### config.mk
export PLATFORM = sky130hd
export DESIGN_NAME = loader_top
export DESIGN_NICKNAME = d
export VERILOG_FILES = /design/src/loader_pkg.sv /design/src/backup_control.sv /design/src/download_decode.sv /design/src/halfword_assembler.sv /design/src/loader_top.sv /design/src/write_router.sv
export VERILOG_INCLUDE_DIRS = /design/src /design/src/src
export SDC_FILE = /design/constraint.sdc
export NUM_CORES = 1
export LEC_CHECK = 0
export BUFFER_PORTS_ARGS = -buffer_cell sky130_fd_sc_hd__buf_2
export CORE_UTILIZATION = 57
export CTS_BUF_LIST = sky130_fd_sc_hd__clkbuf_4
export CTS_CLUSTER_SIZE = 14
export DETAILED_ROUTE_END_ITERATION = 8
export HOLD_SLACK_MARGIN = 0.1
export PLACE_DENSITY = 0.88
export SLEW_MARGIN = 15
export SYNTH_ARGS = -nofsm -noshare
export SYNTH_HDL_FRONTEND = slang
export SYNTH_SLANG_ARGS = --single-unit
### constraint.sdc
create_clock -name clk_1x -period 6.8 [get_ports clk_1x]
set_input_delay 0.68 -clock clk_1x [delete_from_list [all_inputs] [get_ports clk_1x]]
set_output_delay 0.68 -clock clk_1x [all_outputs]
set_load 0.05 [all_outputs]
### src/loader_defines.svh
`ifndef LOADER_DEFINES_SVH
`define LOADER_DEFINES_SVH

// Host protocol widths
`define LOADER_INDEX_W 8
`define LOADER_ADDR_W  27
`define LOADER_HALF_W  16
`define LOADER_WORD_W  32
`define LOADER_SIZE_W  32

// PIF boot ROM word address
`define PIF_ADDR_W 10

// Image index values in the low six index bits
`define PIF_INDEX  6'd0
`define CART_INDEX 6'd1

// Cartridge image starts at 8 MB in memory
`define CART_BASE 27'd8388608

`endif

### src/loader_pkg.sv
package loader_pkg;

	// ========================================
	// Download target
	// ========================================

	typedef enum logic [1:0] {
		TGT_NONE,
		TGT_PIF,
		TGT_CART
	} dl_target_t;

	// ========================================
	// Halfword assembler states
	// ========================================

	// Low half expected, high half expected, word waiting for ready
	typedef enum logic [1:0] {
		ASM_LOW,
		ASM_HIGH,
		ASM_HOLD
	} asm_state_t;

endpackage

### src/backup_control.sv
`include "loader_defines.svh"

module backup_control (
	input  logic                      clk_1x,
	input  logic                      rst_n,
	input  logic                      cart_active,
	input  logic                      cart_start,
	input  logic                      img_mounted,
	input  logic                      img_readonly,
	input  logic [`LOADER_SIZE_W-1:0] img_size,
	input  logic                      osd_status,
	input  logic                      load_req,
	input  logic                      save_req,
	input  logic                      autosave_off,
	output logic                      bk_load,
	output logic                      bk_save,
	output logic                      use_img
);

	logic osd_status_d;
	logic osd_rise;

	// Autosave fires when the OSD opens
	assign osd_rise = osd_status && !osd_status_d;

	always_ff @(posedge clk_1x) begin
		if (!rst_n) begin
			osd_status_d <= 1'b0;
			bk_load      <= 1'b0;
			bk_save      <= 1'b0;
			use_img      <= 1'b0;
		end else begin
			osd_status_d <= osd_status;
			bk_load      <= load_req || (cart_active && img_mounted);
			bk_save      <= save_req || (osd_rise && !autosave_off);

			// A new cartridge forgets the old save image
			if (cart_start) begin
				use_img <= 1'b0;
			end
			if (img_mounted && (img_size != '0) && !img_readonly) begin
				use_img <= 1'b1;
			end
		end
	end

endmodule

### src/download_decode.sv
`include "loader_defines.svh"

module download_decode (
	input  logic                       clk_1x,
	input  logic                       rst_n,
	input  logic                       ioctl_download,
	input  logic [`LOADER_INDEX_W-1:0] ioctl_index,
	input  logic [`LOADER_ADDR_W-1:0]  ioctl_addr,
	input  logic [`LOADER_HALF_W-1:0]  ioctl_dout,
	input  logic                       ioctl_wr,
	output loader_pkg::dl_target_t     dec_target,
	output logic                       dec_wr,
	output logic [`LOADER_ADDR_W-1:0]  dec_addr,
	output logic [`LOADER_HALF_W-1:0]  dec_data,
	output logic                       dec_index6,
	output logic                       cart_active,
	output logic                       cart_start,
	output logic                       cart_loaded
);
	import loader_pkg::*;

	dl_target_t target_in;

	// Classify by the low six index bits
	always_comb begin
		target_in = TGT_NONE;
		if (ioctl_download) begin
			if (ioctl_index[5:0] == `PIF_INDEX) begin
				target_in = TGT_PIF;
			end else if (ioctl_index[5:0] == `CART_INDEX) begin
				target_in = TGT_CART;
			end
		end
	end

	always_ff @(posedge clk_1x) begin
		if (!rst_n) begin
			dec_target  <= TGT_NONE;
			dec_wr      <= 1'b0;
			cart_active <= 1'b0;
			cart_start  <= 1'b0;
			cart_loaded <= 1'b0;
		end else begin
			dec_target  <= target_in;
			// Writes to unknown images are dropped here
			dec_wr      <= ioctl_wr && (target_in != TGT_NONE);
			cart_active <= (target_in == TGT_CART);
			cart_start  <= (target_in == TGT_CART) && !cart_active;
			if (target_in == TGT_CART) begin
				cart_loaded <= 1'b1;
			end
		end
	end

	always_ff @(posedge clk_1x) begin
		dec_addr   <= ioctl_addr;
		dec_data   <= ioctl_dout;
		dec_index6 <= ioctl_index[6];
	end

endmodule

### src/halfword_assembler.sv
`include "loader_defines.svh"

module halfword_assembler (
	input  logic                      clk_1x,
	input  logic                      rst_n,
	input  loader_pkg::dl_target_t    dec_target,
	input  logic                      dec_wr,
	input  logic [`LOADER_ADDR_W-1:0] dec_addr,
	input  logic [`LOADER_HALF_W-1:0] dec_data,
	input  logic                      dec_index6,
	output logic                      word_valid,
	output loader_pkg::dl_target_t    word_target,
	output logic [`LOADER_ADDR_W-1:0] word_addr,
	output logic [`LOADER_WORD_W-1:0] word_data,
	input  logic                      word_ready,
	output logic                      ioctl_wait
);
	import loader_pkg::*;

	asm_state_t state;
	asm_state_t state_next;
	logic       take;
	logic       high_half;

	// ========================================
	// Control
	// ========================================

	// A new half is taken unless a word is still waiting for ready
	assign take      = dec_wr && ((state != ASM_HOLD) || word_ready);
	assign high_half = dec_addr[1];

	always_comb begin
		state_next = state;
		if (take) begin
			state_next = high_half ? ASM_HOLD : ASM_HIGH;
		end else if ((state == ASM_HOLD) && word_ready) begin
			state_next = ASM_LOW;
		end
	end

	always_ff @(posedge clk_1x) begin
		if (!rst_n) begin
			state <= ASM_LOW;
		end else begin
			state <= state_next;
		end
	end

	assign word_valid = (state == ASM_HOLD);

	// Host stalls only behind a cartridge word
	assign ioctl_wait = (state == ASM_HOLD) && (word_target == TGT_CART);

	// ========================================
	// Word payload
	// ========================================

	always_ff @(posedge clk_1x) begin
		if (take) begin
			word_target <= dec_target;
			if (dec_target == TGT_PIF) begin
				// PIF ROM wants each half byte swapped
				if (!high_half) begin
					word_data[31:16] <= {dec_data[7:0], dec_data[15:8]};
					word_addr <= {{(`LOADER_ADDR_W - `PIF_ADDR_W){1'b0}},
						dec_index6, dec_addr[10:2]};
				end else begin
					word_data[15:0] <= {dec_data[7:0], dec_data[15:8]};
				end
			end else begin
				if (!high_half) begin
					word_data[15:0] <= dec_data;
					word_addr       <= dec_addr + `CART_BASE;
				end else begin
					word_data[31:16] <= dec_data;
				end
			end
		end
	end

endmodule

### src/loader_top.sv
`include "loader_defines.svh"

module loader_top (
	input  logic                       clk_1x,
	input  logic                       rst_n,
	input  logic                       ioctl_download,
	input  logic [`LOADER_INDEX_W-1:0] ioctl_index,
	input  logic [`LOADER_ADDR_W-1:0]  ioctl_addr,
	input  logic [`LOADER_HALF_W-1:0]  ioctl_dout,
	input  logic                       ioctl_wr,
	output logic                       ioctl_wait,
	output logic [`PIF_ADDR_W-1:0]     pif_wraddress,
	output logic [`LOADER_WORD_W-1:0]  pif_wrdata,
	output logic                       pif_wren,
	output logic [`LOADER_ADDR_W-1:0]  mem_addr,
	output logic [`LOADER_WORD_W-1:0]  mem_data,
	output logic                       mem_valid,
	input  logic                       mem_ready,
	input  logic                       img_mounted,
	input  logic                       img_readonly,
	input  logic [`LOADER_SIZE_W-1:0]  img_size,
	input  logic                       osd_status,
	input  logic                       load_req,
	input  logic                       save_req,
	input  logic                       autosave_off,
	output logic                       cart_loaded,
	output logic                       bk_load,
	output logic                       bk_save,
	output logic                       use_img
);
	import loader_pkg::*;

	// ========================================
	// Decode to assembler
	// ========================================
	dl_target_t                dec_target;
	logic                      dec_wr;
	logic [`LOADER_ADDR_W-1:0] dec_addr;
	logic [`LOADER_HALF_W-1:0] dec_data;
	logic                      dec_index6;
	logic                      cart_active;
	logic                      cart_start;

	// ========================================
	// Assembler to router
	// ========================================
	logic                      word_valid;
	dl_target_t                word_target;
	logic [`LOADER_ADDR_W-1:0] word_addr;
	logic [`LOADER_WORD_W-1:0] word_data;
	logic                      word_ready;

	download_decode u_decode (
		.clk_1x         (clk_1x),
		.rst_n          (rst_n),
		.ioctl_download (ioctl_download),
		.ioctl_index    (ioctl_index),
		.ioctl_addr     (ioctl_addr),
		.ioctl_dout     (ioctl_dout),
		.ioctl_wr       (ioctl_wr),
		.dec_target     (dec_target),
		.dec_wr         (dec_wr),
		.dec_addr       (dec_addr),
		.dec_data       (dec_data),
		.dec_index6     (dec_index6),
		.cart_active    (cart_active),
		.cart_start     (cart_start),
		.cart_loaded    (cart_loaded)
	);

	halfword_assembler u_assembler (
		.clk_1x      (clk_1x),
		.rst_n       (rst_n),
		.dec_target  (dec_target),
		.dec_wr      (dec_wr),
		.dec_addr    (dec_addr),
		.dec_data    (dec_data),
		.dec_index6  (dec_index6),
		.word_valid  (word_valid),
		.word_target (word_target),
		.word_addr   (word_addr),
		.word_data   (word_data),
		.word_ready  (word_ready),
		.ioctl_wait  (ioctl_wait)
	);

	write_router u_router (
		.clk_1x        (clk_1x),
		.rst_n         (rst_n),
		.word_valid    (word_valid),
		.word_target   (word_target),
		.word_addr     (word_addr),
		.word_data     (word_data),
		.word_ready    (word_ready),
		.pif_wraddress (pif_wraddress),
		.pif_wrdata    (pif_wrdata),
		.pif_wren      (pif_wren),
		.mem_addr      (mem_addr),
		.mem_data      (mem_data),
		.mem_valid     (mem_valid),
		.mem_ready     (mem_ready)
	);

	// Save RAM control runs beside the download chain
	backup_control u_backup (
		.clk_1x       (clk_1x),
		.rst_n        (rst_n),
		.cart_active  (cart_active),
		.cart_start   (cart_start),
		.img_mounted  (img_mounted),
		.img_readonly (img_readonly),
		.img_size     (img_size),
		.osd_status   (osd_status),
		.load_req     (load_req),
		.save_req     (save_req),
		.autosave_off (autosave_off),
		.bk_load      (bk_load),
		.bk_save      (bk_save),
		.use_img      (use_img)
	);

endmodule

### src/write_router.sv
`include "loader_defines.svh"

module write_router (
	input  logic                      clk_1x,
	input  logic                      rst_n,
	input  logic                      word_valid,
	input  loader_pkg::dl_target_t    word_target,
	input  logic [`LOADER_ADDR_W-1:0] word_addr,
	input  logic [`LOADER_WORD_W-1:0] word_data,
	output logic                      word_ready,
	output logic [`PIF_ADDR_W-1:0]    pif_wraddress,
	output logic [`LOADER_WORD_W-1:0] pif_wrdata,
	output logic                      pif_wren,
	output logic [`LOADER_ADDR_W-1:0] mem_addr,
	output logic [`LOADER_WORD_W-1:0] mem_data,
	output logic                      mem_valid,
	input  logic                      mem_ready
);
	import loader_pkg::*;

	logic pif_take;
	logic mem_take;

	assign pif_take = word_valid && (word_target == TGT_PIF);
	// One cartridge request in flight at a time
	assign mem_take = word_valid && (word_target == TGT_CART) && !mem_valid;

	// PIF has no back-pressure; cartridge words complete on the memory handshake
	assign word_ready = (word_target == TGT_CART) ? (mem_valid && mem_ready) : 1'b1;

	always_ff @(posedge clk_1x) begin
		if (!rst_n) begin
			pif_wren  <= 1'b0;
			mem_valid <= 1'b0;
		end else begin
			pif_wren <= pif_take;
			if (mem_take) begin
				mem_valid <= 1'b1;
			end else if (mem_ready) begin
				mem_valid <= 1'b0;
			end
		end
	end

	always_ff @(posedge clk_1x) begin
		if (pif_take) begin
			pif_wraddress <= word_addr[`PIF_ADDR_W-1:0];
			pif_wrdata    <= word_data;
		end
		if (mem_take) begin
			mem_addr <= word_addr;
			mem_data <= word_data;
		end
	end

endmodule

==> results of run 1 <==
power groups by stage:
stage	Clock (W)	Sequential [W]	Combinational, W
2_1_floorplan	0	0.00148	0.0000165
3_3_place_gp	0	0.00148	0.0000492
3_5_place_dp	0	0.00148	0.0000529
4_1_cts	0.00102	0.00145	0.0000533
5_1_grt	0.00109	0.00145	0.0000586
6_report	0.000991	0.00145	0.0000526
worst reg2reg max path, stage by stage (launching register included):
cell and delay (ns):
dfxtp_1 0.32, and2b_1 0.94, xnor2_1 0.23, and2_2 0.47
cells in the final DEF (no fill, tap or decap), types with 2 or more instances in the layout:
| master | instances |
|---|---|
| a21oi_1 | 2 |
| and2_1 | 16 |
| buf_2 | 200 |
| buf_4 | 4 |
| clkbuf_4 | 80 |
| clkinv_1 | 11 |
| dfxtp_1 | 58 |
| edfxtp_1 | 162 |
| inv_1 | 4 |
| inv_2 | 2 |
| nand2_1 | 81 |
| nand3_1 | 2 |
| nand4_1 | 3 |
| nor2_1 | 10 |
| nor2b_1 | 4 |
| nor4_1 | 8 |
| xnor2_1 | 2 |
kinds of logic after synthesis:
logic type	synth area share, %
AND/OR/NAND/NOR	9.53
buffers and inverters	0.843
flip-flops	88.2
XOR/XNOR	0.385
adder cells (fa/ha/maj)	0.183
AO/OA/AOI/OAI	0.825
final timing paths:
check,startpoint,endpoint,slack [ns],cells past startpoint
max,u_decode.dec_target[1],u_assembler.word_data[15],4.46,3
max reg2reg,u_decode.dec_target[1],u_assembler.word_data[15],4.46,3
min,ioctl_addr[15],u_decode.dec_addr[15],0.20,1
min reg2reg,u_assembler.word_addr[23],u_router.mem_addr[23],0.41,0
sequential cells by signal, indices dropped and copies added, names as in the netlist, 2 cells and up:
signal,count
u_assembler.word_data,32
u_router.mem_data,32
u_router.pif_wrdata,32
u_assembler.word_addr,27
u_decode.dec_addr,27
u_router.mem_addr,27
u_decode.dec_data,16
u_router.pif_wraddress,10
u_assembler.state,2
u_assembler.word_target,2
u_decode.dec_target,2
stage by stage:
stage	cell area (sq um)	setup slack (ns)	hold slack, ns	total power [W]	std cells
2_1_floorplan	6830	3.20	0.393	0.00150	380
3_3_place_gp	8010	4.55	0.403	0.00153	719
3_5_place_dp	8010	4.45	0.405	0.00153	719
4_1_cts	8670	4.44	0.146	0.00253	813
5_1_grt	8670	4.31	0.141	0.00260	813
6_report	8670	4.46	0.201	0.00249	813
metal layers:
layer	track usage (%)	wire [um]	up-vias
met5	0	0	-
met2	39.3	6840	167
met4	10.7	364	0
met1	20.3	4510	1843
li1	-	-	1896
met3	6.21	824	27
layout make-up:
cell class,instances,area share (%)
timing repair buffer,204,11.9
clock buffer,80,6.93
multi-input combinational,147,8.76
tap,143,2.06
sequential,220,69.5
inverter,5,0.216
clock inverter,14,0.664
Yosys cell counts (all sizes together):
cell type	number
dfxtp	58
and4bb	1
o21ai	1
nand3	2
nor2b	4
nand2b	2
xor2	1
nor4b	1
a21boi	1
nand4	3
clkbuf	5
nor4	8
o211a	1
nor2	12
and2	17
xnor2	2
inv	5
and2b	1
nand3b	1
o21a	1
o31ai	1
edfxtp	162
nand2	82
ha	1
a21oi	3
buf	3
nand4bb	1
==> metrics, run 1 <==
clk buf depth=3; largest net degree at the start of global routing=44; Crit Path Class=reg2reg; Chip Width=111 um; multi-input logic area=759 sq um; Yosys top cell by area=edfxtp_1; failing checks=DRC; Pint=0.00201 W; vias in the first global route=4184; DR DRC count=16; clock sinks=220; Iter 0 DRT Violations=235; mean post-synth cell area=18.0 sq um; initial antenna violation count=0; number of port buffers=200; crit-path leading delay family=simple AND/OR/NAND/NOR gates; worst vdd ir=0.000195 V; combinational fraction of design power=2.1%; Pre-antenna DRT Iters=7; Area Growth Syn to Fin=27.0%; sequential power share=58.2%; FILL cells=704; Final min period=2.34 ns; DP HPWL=8.60 mm; routability cong.=0.739; count of cell types in the netlist=33; WL/cell=15.4 um; Critical Path Start Type=flip-flop; later-pin clock latency in the skew report=0.58 ns; final hold vios=0; global route overflow=0; status=finished, violations left; switching share of power=19.5%; via count=3933; # IOs=202; CTS tree=built; post-synthesis register bit count=220; Worst-Margin Slew=1.13 ns; Post-layout nets=724; relative slew slack=25.0%; Clock power frac=39.7%; fmax=0.428 GHz; Reg clk slew, reported paths=0.07 ns; Buf+Inv Stages, Crit Path=0; Worst setup EP type=flip-flop; vias per cell=4.84; PD cells=288 nW/um^2; yosys warns=0; Rows=39; Net Sw Power=0.000486 W; Die Y=111 um; fin. max-slew vios=0; main area contributors after synthesis=edfxtp_1 71%, dfxtp_1 17%, nand2_1 4.5%; crit-path cells=and2b_1 -> xnor2_1 -> and2_2; share of post-route cells with drive strength above 1=44.2%; CP max FO=30; post-synthesis cell count=380; Worst EP required=7.01 ns; Arrival @ worst endpoint=2.54 ns; clock root buffer=clkbuf_4; post-synth top area share=71.2%; Setup Viol. Count Final=0; sequential-to-total area share from yosys stat=88.2%; Worst Hold Class=in2reg; GRT Total Usage=20.8%; Final period util=34.4%; Post CTS Setup Buffer Count=0; Clock Skew=0.0257 ns; Total Wirelength=12.5 mm; LEAKAGE=3.57 nW; setup TNS=0 ns; register area=6030 sq um; Finished Core Util=75.0%; H-tree levels=2; initial core utilization=59.1%; slowest CP cell=and2b_1; syn_nets=475; total CTS buffers=51; Netlist Area Pre-Place=6830 sq um; CTS resizes=0; cts hold-fix bufs=0; CP peak stage delay=0.94 ns; max-capacitance violation count=0; Final ANT Viol Nets=0; unrepaired setup endpoints after global routing=false; die area=12400 sq um; first-pass GRT wire length=19.7 mm; core area=11600 sq um; number of antenna diodes=0
Power figures use the tool's default switching activity.
==> run 2: changes to the inputs <==
--- a/config.mk
+++ b/config.mk
@@ -6,13 +6,14 @@
 export SDC_FILE = /design/constraint.sdc
 export NUM_CORES = 1
 export LEC_CHECK = 0
+export ABC_AREA = 1
 export BUFFER_PORTS_ARGS = -buffer_cell sky130_fd_sc_hd__buf_2
-export CORE_UTILIZATION = 57
+export CORE_UTILIZATION = 53
 export CTS_BUF_LIST = sky130_fd_sc_hd__clkbuf_4
 export CTS_CLUSTER_SIZE = 14
 export DETAILED_ROUTE_END_ITERATION = 8
 export HOLD_SLACK_MARGIN = 0.1
-export PLACE_DENSITY = 0.88
+export PLACE_DENSITY = 0.83
 export SLEW_MARGIN = 15
 export SYNTH_ARGS = -nofsm -noshare
 export SYNTH_HDL_FRONTEND = slang
==> constraint.sdc (replaced) <==
create_clock -name clk_1x -period 2.45 [get_ports clk_1x]
set_input_delay 0.245 -clock clk_1x [delete_from_list [all_inputs] [get_ports clk_1x]]
set_output_delay 0.245 -clock clk_1x [all_outputs]
set_load 0.05 [all_outputs]
==> run 2 against run 1 <==
Flip-flop and latch count stayed put. Largest power group unchanged. Combinational power grew to 4.7 times the previous value. Power grew to 3.0 times the previous value. Clock-buffer cell count is 4 higher. The flow now finishes without violations.
==> metrics, run 2 <==
relative slew slack=61.7%; Worst R2R End=u_assembler.word_data[1]; Final min period=1.97 ns; post-synthesis register bit count=220; Chip Width=116 um; vias in the first global route=4603; later-pin clock latency in the skew report=0.60 ns; global route overflow=0; biggest regs=u_assembler.word_data: 32 flops, u_router.mem_data: 32 flops, u_router.pif_wrdata: 32 flops; final hold vios=0; most common cell after layout, fill and taps aside=buf_2; met1 usage=21.7%; multi-input logic area=687 sq um; max-capacitance violation count=0; mean post-synth cell area=16.5 sq um; Worst-Margin Slew=0.574 ns; GRT Total Usage=22.1%; Die Y=116 um; setup TNS=0 ns; fmax=0.508 GHz; post-synth top area share=70.8%; Reg2Reg Setup Slack=0.67 ns; yosys warns=0; PD cells=776 nW/um^2; top_reg_cell synth=edfxtp_1; Netlist Area Pre-Place=6870 sq um; Iter 0 DRT Violations=287; crit path from=u_assembler.word_target[0]; most frequent cells in the layout=200 x buf_2, 162 x edfxtp_1, 84 x clkbuf_4, 63 x dlygate4sd3_1, 58 x dfxtp_1; Worst setup EP type=output pin; met3 usage=5.23%; Worst Reg-to-Reg Cells=6; status=finished, final reports clean; clock sinks=220; WL/cell=15.7 um; CP max FO=4; largest net degree at the start of global routing=60; Rows=41; RR Startpoint=u_decode.dec_target[0]; FILL cells=768; Worst EP required=2.20 ns; total CTS buffers=51; asr flop ratio synth=0%; count of cell types in the netlist=24; cts hold-fix bufs=63; Pre-antenna DRT Iters=5; syn_nets=511; register area=6030 sq um; # IOs=202; routability cong.=0.780; worst vdd ir=0.000489 V; Setup Viol. Count Final=0; Total Wirelength=14.9 mm; EDFF count, synth=162; post-synthesis cell count=416; synth cell count leaders=162 x edfxtp_1, 58 x dfxtp_1, 56 x nand2_1; CTS resizes=0; Post-layout nets=827; Final ANT Viol Nets=0; vias per cell=4.72; Clock Skew=0.0318 ns; sequential-to-total area share from yosys stat=87.7%; clk buf depth=3; core area=12600 sq um; Crit Path Class=reg2out; H-tree levels=2; via count=4462; DP HPWL=8.53 mm; Worst Hold Class=in2reg; number of port buffers=200; LEAKAGE=4.01 nW; clock root buffer=clkbuf_4; Critical Path Start Type=flip-flop; main area contributors after synthesis=edfxtp_1 71%, dfxtp_1 17%, nand2_1 3.1%; Final period util=80.3%; first-pass GRT wire length=21.7 mm; fin. max-slew vios=0; met2 Use GR=41.9%; CP peak stage delay=0.36 ns; share of post-route cells with drive strength above 1=39.1%; Post CTS Setup Buffer Count=0; Area Growth Syn to Fin=38.2%; die area=13400 sq um; most common cell in the synthesized netlist=edfxtp_1; unrepaired setup endpoints after global routing=false; initial core utilization=54.5%; most frequent cell on the critical path=inv_1; Yosys top cell by area=edfxtp_1; crit-path cells=inv_1 -> nand4_2 -> inv_1 -> buf_2; Reg clk slew, reported paths=0.08 ns; initial antenna violation count=0; Arrival @ worst endpoint=1.72 ns; dpl cells=788; Final Non-Filler Cells=946; DR DRC count=0; grt peak-use layer=met2; CTS tree=built; slowest CP cell=edfxtp_1; CP endpoint=ioctl_wait
[run 2: worst max-delay path: cells and delay by family (launching register included)]
family / cells / cell delay (ns)
AND/OR/NAND/NOR: 1 / 0.20
buffers and inverters: 3 / 0.58
flip-flops: 1 / 0.36
[run 2: cell families after synthesis]
group,after synthesis,share of synthesized area [%]
XOR/XNOR,3,0.382
AO/OA/AOI/OAI,28,2.17
adder cells (fa/ha/maj),1,0.182
AND/OR/NAND/NOR,118,6.99
buffers and inverters,46,2.62
flip-flops,220,87.7
[run 2: worst min-delay path by stage]
stage / from / end / slack [ns] / cells past startpoint
after CTS: ioctl_addr[26] / u_decode.dec_addr[26] / 0.23 / 2
after global routing: ioctl_addr[22] / u_decode.dec_addr[22] / 0.22 / 2
after global placement: ioctl_addr[18] / u_decode.dec_addr[18] / 0.35 / 1
final: ioctl_addr[22] / u_decode.dec_addr[22] / 0.27 / 2
after floorplan: ioctl_addr[0] / u_decode.dec_addr[0] / 0.27 / 0
after detailed placement: ioctl_addr[25] / u_decode.dec_addr[25] / 0.35 / 1
[run 2: area by class of cell]
type / instances / share of cell area [%]
Antenna cell: 1 / 0.0264
Clock buffer: 84 / 6.64
Clock inverter: 10 / 1.01
Inverter: 40 / 1.58
Multi-Input combinational cell: 150 / 7.23
Sequential cell: 220 / 63.5
Tap cell: 172 / 2.27
Timing Repair Buffer: 269 / 17.8
[run 2: power by group]
group | internal [W] | switching, W | total [W]
clock network | 0.00176 | 0.00134 | 0.00310
registers | 0.00400 | 0.0000186 | 0.00402
logic | 0.000143 | 0.000105 | 0.000248
total | 0.00591 | 0.00146 | 0.00737
[run 2: metrics by stage]
stage / util (%) / hold WS [ns] / power (W) / setup slack [ns] / area [sq um]
5_1_grt: 75.2 / 0.225 / 0.00764 / 0.380 / 9490
4_1_cts: 75.2 / 0.231 / 0.00739 / 0.464 / 9490
3_3_place_gp: 64.5 / 0.348 / 0.00425 / 0.721 / 8140
3_5_place_dp: 64.5 / 0.349 / 0.00426 / 0.705 / 8140
6_report: 75.3 / 0.274 / 0.00737 / 0.483 / 9500
2_1_floorplan: - / 0.273 / 0.00416 / 0.330 / 6890
[run 2: layer usage]
layer	wire length, um	vias up	share of wire (%)
li1	-	2107	-
met1	5360	2080	36
met2	8020	244	54
met3	1020	31	6.9
met4	458	0	3.1
met5	0	-	0
